File: config.mk
export PLATFORM = sky130hd
export DESIGN_NAME = colmix_top
export DESIGN_NICKNAME = d
export VERILOG_FILES = /design/src/common/colmix_pxl_pkg.sv /design/src/common/colmix_regs_pkg.sv /design/src/colmix/layer_enable.sv /design/src/colmix/slot_order.sv /design/src/colmix/pixel_arbiter.sv /design/src/verilog/colmix_top.sv
export VERILOG_INCLUDE_DIRS = /design/src /design/src/common
export SDC_FILE = /design/constraint.sdc
export NUM_CORES = 1
export LEC_CHECK = 0
export BUFFER_PORTS_ARGS = -buffer_cell sky130_fd_sc_hd__buf_2
export CAP_MARGIN = 10
export CORE_ASPECT_RATIO = 0.8
export CORE_MARGIN = 5
export CORE_UTILIZATION = 54
export CTS_CLUSTER_SIZE = 8
export DETAILED_ROUTE_END_ITERATION = 6
export GPL_ROUTABILITY_DRIVEN = 0
export PLACE_DENSITY = 0.82
export SYNTH_ARGS = -nofsm -noshare
export SYNTH_HDL_FRONTEND = slang
export SYNTH_SLANG_ARGS = --single-unit
File: constraint.sdc
create_clock -name clk -period 3.6 [get_ports clk]
set_input_delay 0.72 -clock clk [delete_from_list [all_inputs] [get_ports clk]]
set_output_delay 0.72 -clock clk [all_outputs]
set_load 0.01 [all_outputs]
File: src/common/colmix_cfg.svh
// Fixed widths and pixel constants of the colour mixer, included by its packages and RTL
`ifndef COLMIX_CFG_SVH
`define COLMIX_CFG_SVH

// Output palette index and its parts
`define COLMIX_PXL_W     12
`define COLMIX_CODE_W    3
`define COLMIX_COLOUR_W  9
`define COLMIX_PEN_W     4
`define COLMIX_GROUP_W   2

// Raw layer pixel widths
`define COLMIX_OBJ_W     9
`define COLMIX_SCR_W     11
`define COLMIX_STAR_W    7

// Register widths
`define COLMIX_CTRL_W    16
`define COLMIX_MASK_W    8
`define COLMIX_PRIO_W    16

// Layer and depth slot counts
`define COLMIX_LAYERS    6
`define COLMIX_MAIN      4

// Pen 15 is see-through on every layer
`define COLMIX_PEN_TRANSP 4'hF
`define COLMIX_BLANK_PXL  12'hFFF

`endif

File: src/common/colmix_pxl_pkg.sv
// Pixel-side types of the colour mixer: layer codes, raw layer pixels and depth slots
`default_nettype none

`include "colmix_cfg.svh"

package colmix_pxl_pkg;

    // Source layer code, top three bits of the palette index
    typedef enum logic [`COLMIX_CODE_W-1:0] {
        OBJ   = 3'd0,
        SCR1  = 3'd1,
        SCR2  = 3'd2,
        SCR3  = 3'd3,
        STAR0 = 3'd4,
        STAR1 = 3'd5
    } layer_code_e;

    // One candidate pixel per layer, as delivered by the generators
    typedef struct packed {
        // Object colour, pen in bits 3:0
        logic [`COLMIX_OBJ_W-1:0]  obj;
        // Scroll pixels carry the priority group in bits 10:9
        logic [`COLMIX_SCR_W-1:0]  scr1;
        logic [`COLMIX_SCR_W-1:0]  scr2;
        logic [`COLMIX_SCR_W-1:0]  scr3;
        // Star field pixels
        logic [`COLMIX_STAR_W-1:0] star0;
        logic [`COLMIX_STAR_W-1:0] star1;
    } layer_pixels_t;

    // One depth slot
    // code and colour together form the 12-bit output pixel
    typedef struct packed {
        // Priority group, only meaningful for scroll layers
        logic [`COLMIX_GROUP_W-1:0]  group;
        layer_code_e                 code;
        // Pen sits in the low bits
        logic [`COLMIX_COLOUR_W-1:0] colour;
    } slot_t;

endpackage

`default_nettype wire

File: src/common/colmix_regs_pkg.sv
// Register-side types of the colour mixer: decoded register levels and layer enables
`default_nettype none

`include "colmix_cfg.svh"

package colmix_regs_pkg;

    // Video control register, depth order in 13:6, layer bits in 5:0
    typedef logic [`COLMIX_CTRL_W-1:0] layer_ctrl_t;

    // Per-group pen masks, a set bit puts the scroll pen in front of objects
    typedef logic [3:0][`COLMIX_PRIO_W-1:0] prio_masks_t;

    // Register levels seen by the mixer
    typedef struct packed {
        layer_ctrl_t                   layer_ctrl;
        // Scroll DMA enables, scroll n on bit n
        logic [3:1]                    scrdma_en;
        // Graphics enables, bit 3 is objects
        logic [3:0]                    gfx_en;
        // Masks 0-2 for scrolls, 3-4 for the star fields
        logic [4:0][`COLMIX_MASK_W-1:0] layer_mask;
        prio_masks_t                   prio;
    } mixer_regs_t;

    // One enable per layer, indexed by layer code
    typedef logic [`COLMIX_LAYERS-1:0] layer_en_t;

endpackage

`default_nettype wire

File: src/colmix/layer_enable.sv
// Layer enable decode of the colour mixer, instantiated once in the mixer top level
`default_nettype none
`timescale 1ns/1ps

`include "colmix_cfg.svh"

module layer_enable (
    input  logic                        clk,
    input  logic                        arst_n,
    input  logic                        pxl_cen,
    input  colmix_regs_pkg::mixer_regs_t regs,
    output colmix_regs_pkg::layer_en_t   en,
    output logic [1:0]                  star_en
);

    // Mask against control layer bits, one per mask register
    logic [4:0]                 mask_hit;
    colmix_regs_pkg::layer_en_t en_nxt;

    always_comb begin
        for (int i = 0; i < 5; i++) begin
            mask_hit[i] = |(regs.layer_mask[i][5:0] & regs.layer_ctrl[5:0]);
        end
    end

    always_comb begin
        en_nxt = '0;
        // Objects only switch off through the graphics enable
        en_nxt[colmix_pxl_pkg::OBJ] = regs.gfx_en[3];
        // Scrolls also need their DMA running
        en_nxt[colmix_pxl_pkg::SCR1] = mask_hit[0] & regs.scrdma_en[1] & regs.gfx_en[0];
        en_nxt[colmix_pxl_pkg::SCR2] = mask_hit[1] & regs.scrdma_en[2] & regs.gfx_en[1];
        en_nxt[colmix_pxl_pkg::SCR3] = mask_hit[2] & regs.scrdma_en[3] & regs.gfx_en[2];
        // Stars follow the mask decode alone
        en_nxt[colmix_pxl_pkg::STAR0] = mask_hit[3];
        en_nxt[colmix_pxl_pkg::STAR1] = mask_hit[4];
    end

    // Sampled with the pixels so enables match the slot contents
    always_ff @(posedge clk or negedge arst_n) begin
        if (!arst_n) begin
            en <= '0;
        end else if (pxl_cen) begin
            en <= en_nxt;
        end
    end

    // Star generator enables, free running
    always_ff @(posedge clk or negedge arst_n) begin
        if (!arst_n) begin
            star_en <= 2'b00;
        end else begin
            star_en <= mask_hit[4:3];
        end
    end

    // Undriven register bits must not leak into the arbiter
    a_en_known: assert property (
        @(posedge clk) disable iff (!arst_n)
        pxl_cen |=> !$isunknown(en)
    );

endmodule

`default_nettype wire

File: src/colmix/slot_order.sv
// Depth ordering of the colour mixer, loads six slots per pixel strobe for the arbiter
`default_nettype none
`timescale 1ns/1ps

`include "colmix_cfg.svh"

module slot_order (
    input  logic                                         clk,
    input  logic                                         arst_n,
    input  logic                                         pxl_cen,
    input  colmix_pxl_pkg::layer_pixels_t                pixels,
    input  colmix_regs_pkg::layer_ctrl_t                 layer_ctrl,
    output colmix_pxl_pkg::slot_t [`COLMIX_LAYERS-1:0]   slots
);

    // Transparent slot used at reset
    localparam colmix_pxl_pkg::slot_t SLOT_EMPTY = '{
        group:  '0,
        code:   colmix_pxl_pkg::OBJ,
        colour: '1
    };

    // Main layers in control field encoding order
    colmix_pxl_pkg::slot_t [`COLMIX_MAIN-1:0]   main_slot;
    colmix_pxl_pkg::slot_t [`COLMIX_LAYERS-1:0] slot_nxt;

    always_comb begin
        // Objects have no group of their own
        main_slot[0] = '{
            group:  '0,
            code:   colmix_pxl_pkg::OBJ,
            colour: pixels.obj
        };
        main_slot[1] = '{
            group:  pixels.scr1[`COLMIX_SCR_W-1 -: `COLMIX_GROUP_W],
            code:   colmix_pxl_pkg::SCR1,
            colour: pixels.scr1[`COLMIX_COLOUR_W-1:0]
        };
        main_slot[2] = '{
            group:  pixels.scr2[`COLMIX_SCR_W-1 -: `COLMIX_GROUP_W],
            code:   colmix_pxl_pkg::SCR2,
            colour: pixels.scr2[`COLMIX_COLOUR_W-1:0]
        };
        main_slot[3] = '{
            group:  pixels.scr3[`COLMIX_SCR_W-1 -: `COLMIX_GROUP_W],
            code:   colmix_pxl_pkg::SCR3,
            colour: pixels.scr3[`COLMIX_COLOUR_W-1:0]
        };
    end

    // Slot 0 is the front, its field is 13:12
    for (genvar i = 0; i < `COLMIX_MAIN; i++) begin : g_sel
        assign slot_nxt[i] = main_slot[layer_ctrl[13 - 2*i -: 2]];
    end

    // Stars always behind, colour zero padded
    assign slot_nxt[4] = '{
        group:  '0,
        code:   colmix_pxl_pkg::STAR0,
        colour: {2'b00, pixels.star0}
    };
    assign slot_nxt[5] = '{
        group:  '0,
        code:   colmix_pxl_pkg::STAR1,
        colour: {2'b00, pixels.star1}
    };

    always_ff @(posedge clk or negedge arst_n) begin
        if (!arst_n) begin
            slots <= {`COLMIX_LAYERS{SLOT_EMPTY}};
        end else if (pxl_cen) begin
            slots <= slot_nxt;
        end
    end

endmodule

`default_nettype wire

File: src/colmix/pixel_arbiter.sv
// Final pixel choice of the colour mixer, front-most visible slot with object priority
`default_nettype none
`timescale 1ns/1ps

`include "colmix_cfg.svh"

module pixel_arbiter (
    input  logic                                       clk,
    input  logic                                       arst_n,
    input  logic                                       pxl_cen,
    input  colmix_pxl_pkg::slot_t [`COLMIX_LAYERS-1:0] slots,
    input  colmix_regs_pkg::layer_en_t                 en,
    input  colmix_regs_pkg::prio_masks_t               prio,
    output logic [`COLMIX_PXL_W-1:0]                   pxl
);

    logic [`COLMIX_LAYERS-1:0] visible;
    logic [`COLMIX_LAYERS-1:0] skip;
    logic [`COLMIX_LAYERS-1:0] show;
    logic [`COLMIX_PXL_W-1:0]  pick;
    // Result computed between strobes
    logic [`COLMIX_PXL_W-1:0]  nx_pxl;
    logic                      cen_seen;

    // Enabled and not see-through
    always_comb begin
        for (int i = 0; i < `COLMIX_LAYERS; i++) begin
            visible[i] = en[slots[i].code] &&
                (slots[i].colour[`COLMIX_PEN_W-1:0] != `COLMIX_PEN_TRANSP);
        end
    end

    // Object hidden by the scroll slot right behind it
    // Scroll enable and transparency are not checked here
    for (genvar i = 0; i < `COLMIX_MAIN - 1; i++) begin : g_prio
        logic behind_scr;
        logic prio_bit;

        assign behind_scr = slots[i+1].code inside
            {colmix_pxl_pkg::SCR1, colmix_pxl_pkg::SCR2, colmix_pxl_pkg::SCR3};
        // Group picks the mask, pen picks the bit
        assign prio_bit = prio[slots[i+1].group][slots[i+1].colour[`COLMIX_PEN_W-1:0]];
        assign skip[i] = (slots[i].code == colmix_pxl_pkg::OBJ) && behind_scr && prio_bit;
    end

    // Back slot and stars are never overridden
    assign skip[`COLMIX_LAYERS-1:`COLMIX_MAIN-1] = '0;
    assign show = visible & ~skip;

    // Scan back to front so the front-most hit wins
    always_comb begin
        pick = `COLMIX_BLANK_PXL;
        for (int i = `COLMIX_LAYERS - 1; i >= 0; i--) begin
            if (show[i]) begin
                pick = {slots[i].code, slots[i].colour};
            end
        end
    end

    // Compute on quiet cycles, present on the strobe
    always_ff @(posedge clk or negedge arst_n) begin
        if (!arst_n) begin
            nx_pxl <= `COLMIX_BLANK_PXL;
            pxl    <= `COLMIX_BLANK_PXL;
        end else if (pxl_cen) begin
            pxl <= nx_pxl;
        end else begin
            nx_pxl <= pick;
        end
    end

    // Marks the first strobe after reset
    always_ff @(posedge clk or negedge arst_n) begin
        if (!arst_n) begin
            cen_seen <= 1'b0;
        end else if (pxl_cen) begin
            cen_seen <= 1'b1;
        end
    end

    // Strobe must leave a quiet cycle for the result register
    a_cen_spaced: assert property (
        @(posedge clk) disable iff (!arst_n)
        pxl_cen |=> !pxl_cen
    );

    // Reset slots and enables give a blank first pixel
    a_first_blank: assert property (
        @(posedge clk) disable iff (!arst_n)
        (pxl_cen && !cen_seen) |=> (pxl == `COLMIX_BLANK_PXL)
    );

endmodule

`default_nettype wire

File: src/verilog/colmix_top.sv
// Colour mixer top level, one palette index per pixel strobe from six graphics layers
`default_nettype none
`timescale 1ns/1ps

`include "colmix_cfg.svh"

module colmix_top (
    input  logic                          clk,
    input  logic                          arst_n,
    // One-cycle strobe, never on back-to-back clocks
    input  logic                          pxl_cen,
    input  colmix_pxl_pkg::layer_pixels_t pixels,
    input  colmix_regs_pkg::mixer_regs_t  regs,
    // To the star field generators
    output logic [1:0]                    star_en,
    // Palette RAM address
    output logic [`COLMIX_PXL_W-1:0]      pxl
);

    // Layer enables aligned with the slots
    colmix_regs_pkg::layer_en_t                 en;
    // Ordered slots, front first
    colmix_pxl_pkg::slot_t [`COLMIX_LAYERS-1:0] slots;

    layer_enable u_layer_enable (
        .clk     (clk),
        .arst_n  (arst_n),
        .pxl_cen (pxl_cen),
        .regs    (regs),
        .en      (en),
        .star_en (star_en)
    );

    slot_order u_slot_order (
        .clk        (clk),
        .arst_n     (arst_n),
        .pxl_cen    (pxl_cen),
        .pixels     (pixels),
        .layer_ctrl (regs.layer_ctrl),
        .slots      (slots)
    );

    // One strobe behind the slot load
    pixel_arbiter u_pixel_arbiter (
        .clk     (clk),
        .arst_n  (arst_n),
        .pxl_cen (pxl_cen),
        .slots   (slots),
        .en      (en),
        .prio    (regs.prio),
        .pxl     (pxl)
    );

endmodule

`default_nettype wire

# Word level (Yosys, flattened, before mapping)

Cells that the tools add are included.

Output and inout port bits: 14
Register bits: 106
Logic and storage cells: 124

Mux-type cells: 38
Reduce and logical (&&, ||, !) cells: 23
Order comparisons: 16
Bitwise gates (word level): 13
Eq/ne operators: 15

Operators by type and width:

| cell                                                                   | count |
|---|---|
| 14-bit binary-select mux with 2-bit select                             | 4 |
| 16-bit binary-select mux with 2-bit select                             | 3 |
| 12-bit two-way mux                                                     | 7 |
| 16-bit two-way mux                                                     | 3 |
| 14-bit two-way mux                                                     | 3 |
| 6-bit AND                                                              | 6 |
| 6-bit OR reduction                                                     | 5 |
| 3-bit by 4-bit < comparator with 1-bit output (second input constant)  | 6 |
| 4-bit != test (second input constant)                                  | 6 |
| 2-bit by 3-bit < comparator with 1-bit output (second input constant)  | 7 |
| 3-bit by 2-bit equality test with 1-bit output (second input constant) | 6 |
| 4-bit by 5-bit < comparator with 1-bit output (second input constant)  | 3 |
| 1-bit binary-select mux with 3-bit select                              | 4 |
| 1-bit binary-select mux with 4-bit select                              | 3 |
| 1-bit logical AND                                                      | 12 |
| 1-bit two-way mux                                                      | 10 |
| 3-bit by 1-bit equality test with 1-bit output (second input constant) | 3 |
| 3-bit zero test                                                        | 3 |
| 3-bit nonzero test                                                     | 3 |
| 1-bit AND                                                              | 6 |
| 3-bit NOT with 6-bit output                                            | 1 |
| 1-bit binary-select mux with 2-bit select                              | 1 |

# Depth between registers and ports, before layout

Depth in word-level cells: 13
Gate-level depth with buffers: 11
Depth with buffers taken out: 8

# Cells and area by module

Synthesis repeated with hierarchy kept, for this count alone.

Cells, all modules: 723
Area, all modules: 7960.1 um^2

Modules (own cells, without submodules):

| module        | cells each | times used | area each (um^2) |
|---|---|---|---|
| slot_order    | 359        | 1          | 3981.3 |
| pixel_arbiter | 321        | 1          | 3540.9 |
| layer_enable  | 43         | 1          | 437.9 |

# Worst setup path before layout

OpenSTA, ideal clock, no wires.

Path type: in2reg
From: in regs[55] in the netlist's numbering
To: reg u_pixel_arbiter.nx_pxl[1]
Cell stages on the path: 9
Arrival: 2663 ps
Path buffers: 1
Data required time: 3506 ps
Library setup time: 94 ps
Setup slack: 843 ps
Cells stage by stage: mux4_2 -> mux2_2 -> a211oi_1 -> a2111oi_2 -> a21oi_2 -> buf_6 -> mux2_1 -> mux2i_1 -> a21oi_1

Longest elaborated chain between the ends: 10
Elaborated cells between the ends (all ways): 20
Those cells by class: mux: 15; bitwise: 2; reduce/logical: 3

Ends and longest elaborated chain:

| element                                    | RTL line            | text |
|---|---|---|
| start: declaration                         | colmix_top.sv:13    | `input colmix_regs_pkg::mixer_regs_t regs,` |
| 16-bit binary-select mux with 2-bit select | pixel_arbiter.sv:42 | `` assign prio_bit = prio[slots[i+1].group][slots[i+1].colour[`COLMIX_PEN_W-1:0]]; `` |
| 16-bit two-way mux (implied by the code)   | pixel_arbiter.sv:42 |  |
| 1-bit binary-select mux with 4-bit select  | pixel_arbiter.sv:42 |  |
| 1-bit two-way mux                          | pixel_arbiter.sv:42 |  |
| 1-bit logical AND                          | pixel_arbiter.sv:43 | `assign skip[i] = (slots[i].code == colmix_pxl_pkg::OBJ) && behind_scr && prio_bit;` |
| 3-bit NOT with 6-bit output *              | pixel_arbiter.sv:48 | `assign show = visible & ~skip;` |
| 6-bit AND *                                | pixel_arbiter.sv:48 |  |
| 12-bit two-way mux (2 in series)           | pixel_arbiter.sv:54 | `if (show[i]) begin` |
| 12-bit two-way mux *                       | pixel_arbiter.sv:54 |  |
| end signal: assignment                     | pixel_arbiter.sv:63 | `` nx_pxl <= `COLMIX_BLANK_PXL; `` |
| end signal: assignment                     | pixel_arbiter.sv:68 | `nx_pxl <= pick;` |
| end: declaration                           | pixel_arbiter.sv:22 | `` logic [`COLMIX_PXL_W-1:0] nx_pxl; `` |

Mark *: on every way between the ends. The rest lies on a longest branch, timed or not. The select of a mux whose other input is x is not followed.
A chain may end at the register's enable or synchronous reset.

# Final worst setup path

From: reg u_slot_order.slots[54] (netlist name)
To: reg u_pixel_arbiter.nx_pxl[4]

Longest elaborated chain between the ends: 10

Ends and longest elaborated chain:

| element                                    | RTL line |
|---|---|
| 16-bit binary-select mux with 2-bit select | pixel_arbiter.sv:42 |
| 16-bit two-way mux (implied by the code)   | pixel_arbiter.sv:42 |
| 1-bit binary-select mux with 4-bit select  | pixel_arbiter.sv:42 |
| 1-bit two-way mux                          | pixel_arbiter.sv:42 |
| 1-bit logical AND                          | pixel_arbiter.sv:43 |
| 3-bit NOT with 6-bit output                | pixel_arbiter.sv:48 |
| 6-bit AND                                  | pixel_arbiter.sv:48 |
| 12-bit two-way mux (3 in series)           | pixel_arbiter.sv:54 |

Every way passes these cells. The select of a mux whose other input is x is not followed.

==> results.tsv <==
metric	value	unit
switching_share	0.320	
period_minus_slack	3.24	ns
cts_tree	built	
cts.sink_count	98	
grt_overflow	0	
hpwl	16600	um
vias	6169	
status	complete, no violations	
start_util	0.557	
h-tree-depth	3	
postCtsHoldBufs	0	
cts-root-buf	clkbuf_16	
drc	0	
cts_resized	0	
die-width	140	um
cp_slowest_cell	mux4_2	
drt_iter0_drc	710	
power_frac_seq	0.431	
cts_made_buffers	9	
maxSlewViolCount	0	
synth_cell_type_count	50	
ant_nets	0	
final-hold-violation-count	0	
setup_viol	0	
antenna_found_initial	0	
setup_ws	0.361	ns
worstSetupEndpointType	flop	
p_comb_frac	0.327	
p_int	2.58	mW
cp_cell_sequence	buf_4 -> mux4_2 -> mux2_2 -> a211oi_1 -> a2111oi_2 -> a21oi_2 -> buf_4 -> mux2_1 -> mux2i_1 -> a21oi_1	
track_usage	0.276	
post-cts-setup-buffers	0	
startpoint_type	flop	
worst_hold_path_type	in2async	
finalSetupTns	0	ns
synth.cell_area	0.00725	mm^2
drive_above_1_share	0.595	
cp_max_fo	20	
fp.dieH	114	um
yosysSeqAreaShare	0.351	
fmax	309	MHz
post-route-util	0.659	
wirelength	21900	um
power.leakage	3.53	nW
first_pass_iters	5	
cp.required	3.84	ns
synth_flop_cell	dfstp_2	
synth-seq-cells	98	
ir_worst_vdd	0.295	mV
syn_nets	768	
skew	0.00681	ns
grt_pass1_vias	6528	
switchingPower	1.22	mW
worstPathBufferInverterCount	2	
arrival	3.48	ns
cap_violations	0	
worst_hold_slack	0.481	ns
clock_latency	0.35	ns
yosysWarnings	0	
portBuffers	187	
nets	935	
p_per_area	442	mW/mm^2
dieArea	0.0159	mm^2
rsz0062_at_grt	false	
vias_per_cell	6.63	
grt_pass1_wl	34700	um
cts_buffer_depth	2	
slew-limit-headroom	0.462	
fin_crit_sh	0.900	
grt_max_degree	66	
ios	200	
crit_family	multiplexers	
core_area	0.0130	mm^2
netlist_instances	582	
clkTransAtPathRegs	0.07	ns
path_class	reg2reg	
synth_edf_count	0	
slowest_delay	0.57	ns
crit_path_frequent_cell	buf_4	
area_growth	18.2	%
clockPowerShare	0.243	
worstMarginPinSlew	0.807	ns
rows	37	
wl_per_cell	23.6	um
synthArstFlopShare	1.00	
pre_cts_ws	0.449	ns
synth_area_per_cell	12.5	um^2
==> worst paths after layout <==
check                                   startpoint                        end  slack (ns)  cells past startpoint
max reg2reg                 u_slot_order.slots[54]  u_pixel_arbiter.nx_pxl[4]        0.36                     10
min                                         arst_n     u_slot_order.slots[10]        0.48                      1
max                         u_slot_order.slots[54]  u_pixel_arbiter.nx_pxl[4]        0.36                     10
min reg2reg                u_pixel_arbiter.pxl[11]    u_pixel_arbiter.pxl[11]        0.50                      2
min in group clk           u_pixel_arbiter.pxl[11]    u_pixel_arbiter.pxl[11]        0.50                      2
max in group asynchronous                   arst_n     u_slot_order.slots[47]        2.19                      2
==> cell usage in the layout, fill, tap and decap left out, drive strengths merged, types with 2 or more instances in the layout <==
cell	Yosys	final
or2	2	2
nand4	4	4
a22oi	21	21
a41oi	2	2
nor2	38	38
or3b	2	2
o22a	2	2
a211oi	4	4
mux4	75	75
nor3	3	3
o21ai	25	25
mux2	87	87
o2bb2ai	3	3
and2	2	2
dfstp	75	75
buf	20	198
a221oi	7	7
nand3b	2	2
mux2i	54	54
nor2b	9	9
dfrtp	23	23
o41ai	2	2
o22ai	10	10
a21oi	25	25
nand2b	3	3
nand3	9	9
clkbuf	22	13
inv	9	10
nand2	31	31
==> state kept, by name, indices dropped and copies added (netlist names) <==
signal and count:
u_pixel_arbiter.nx_pxl 12, u_pixel_arbiter.pxl 12, u_layer_enable.en 6, u_layer_enable.star_en 2, u_slot_order.slots 66
==> power by group through the flow <==
| stage | registers (mW) | logic, mW | clock network (mW) |
|---|---|---|---|
| 6_report | 1.63 | 1.24 | 0.921 |
| 5_1_grt | 1.66 | 1.33 | 0.979 |
| 4_1_cts | 1.63 | 1.23 | 0.932 |
| 3_5_place_dp | 1.64 | 1.22 | 0 |
| 3_3_place_gp | 1.62 | 1.17 | 0 |
| 2_1_floorplan | 1.56 | 0.836 | 0 |
==> cell usage after synthesis, types with 2 or more instances <==
master     instances  area, um^2
clkbuf_1          22        82.6
a22oi_1           21         158
nor2b_1            9        56.3
inv_1              9        33.8
buf_6              3        33.8
o22ai_1           10        62.6
a41oi_1            2        17.5
buf_4              4        30.0
o22a_1             2        17.5
o2bb2ai_1          3        26.3
nand2_1           31         116
nand2b_1           3        18.8
buf_2              8        40.0
and2_1             2        12.5
mux2_2            81         912
a221oi_1           7        61.3
nand3b_1           2        15.0
mux4_1             3        78.8
a21oi_2            2        17.5
nand4_1            4        25.0
o21ai_0           24         120
a21oi_1           23         115
dfrtp_1           23         576
mux2_1             6        67.6
nand3_1            9        45.0
nor3_1             3        15.0
mux4_2            72        1620
mux2i_1           54         541
buf_1              5        18.8
dfstp_2           75        1970
a211oi_1           4        30.0
nor2_1            38         143
==> logic make-up after synthesis <==
group           count (synthesis)  synth area share
buf+inv                        51            0.0330
mux                           216             0.444
compound gates                109             0.102
simple gates                  108            0.0699
flops                          98             0.351
==> stage by stage <==
step                power (mW)  cell area [um^2]  cells
global route              3.97              8570    929
global placement          2.80              8290    913
detailed placement        2.86              8290    913
finish                    3.79              8570    930
floorplan                 2.40              7250    582
CTS                       3.79              8570    929
==> final cells by class <==
| cell class | instances | area, um^2 |
|---|---|---|
| antenna | 1 | 2.50 |
| clock buffer | 13 | 260 |
| clock inverter | 3 | 22.5 |
| fill | 972 | 4430 |
| inverter | 9 | 33.8 |
| multi-input combinational | 433 | 4470 |
| sequential | 98 | 2550 |
| tap | 175 | 219 |
| timing repair buffer | 198 | 1020 |
==> per-layer routing <==
| metal | track usage | vias up | wire (um) |
|---|---|---|---|
| met5 | 0 | - | 0 |
| li1 | - | 2651 | - |
| met2 | 0.461 | 399 | 10700 |
| met4 | 0.0910 | 0 | 606 |
| met3 | 0.0780 | 63 | 2190 |
| met1 | 0.353 | 3056 | 8440 |
No activity file was read; power rests on OpenSTA's default activity.
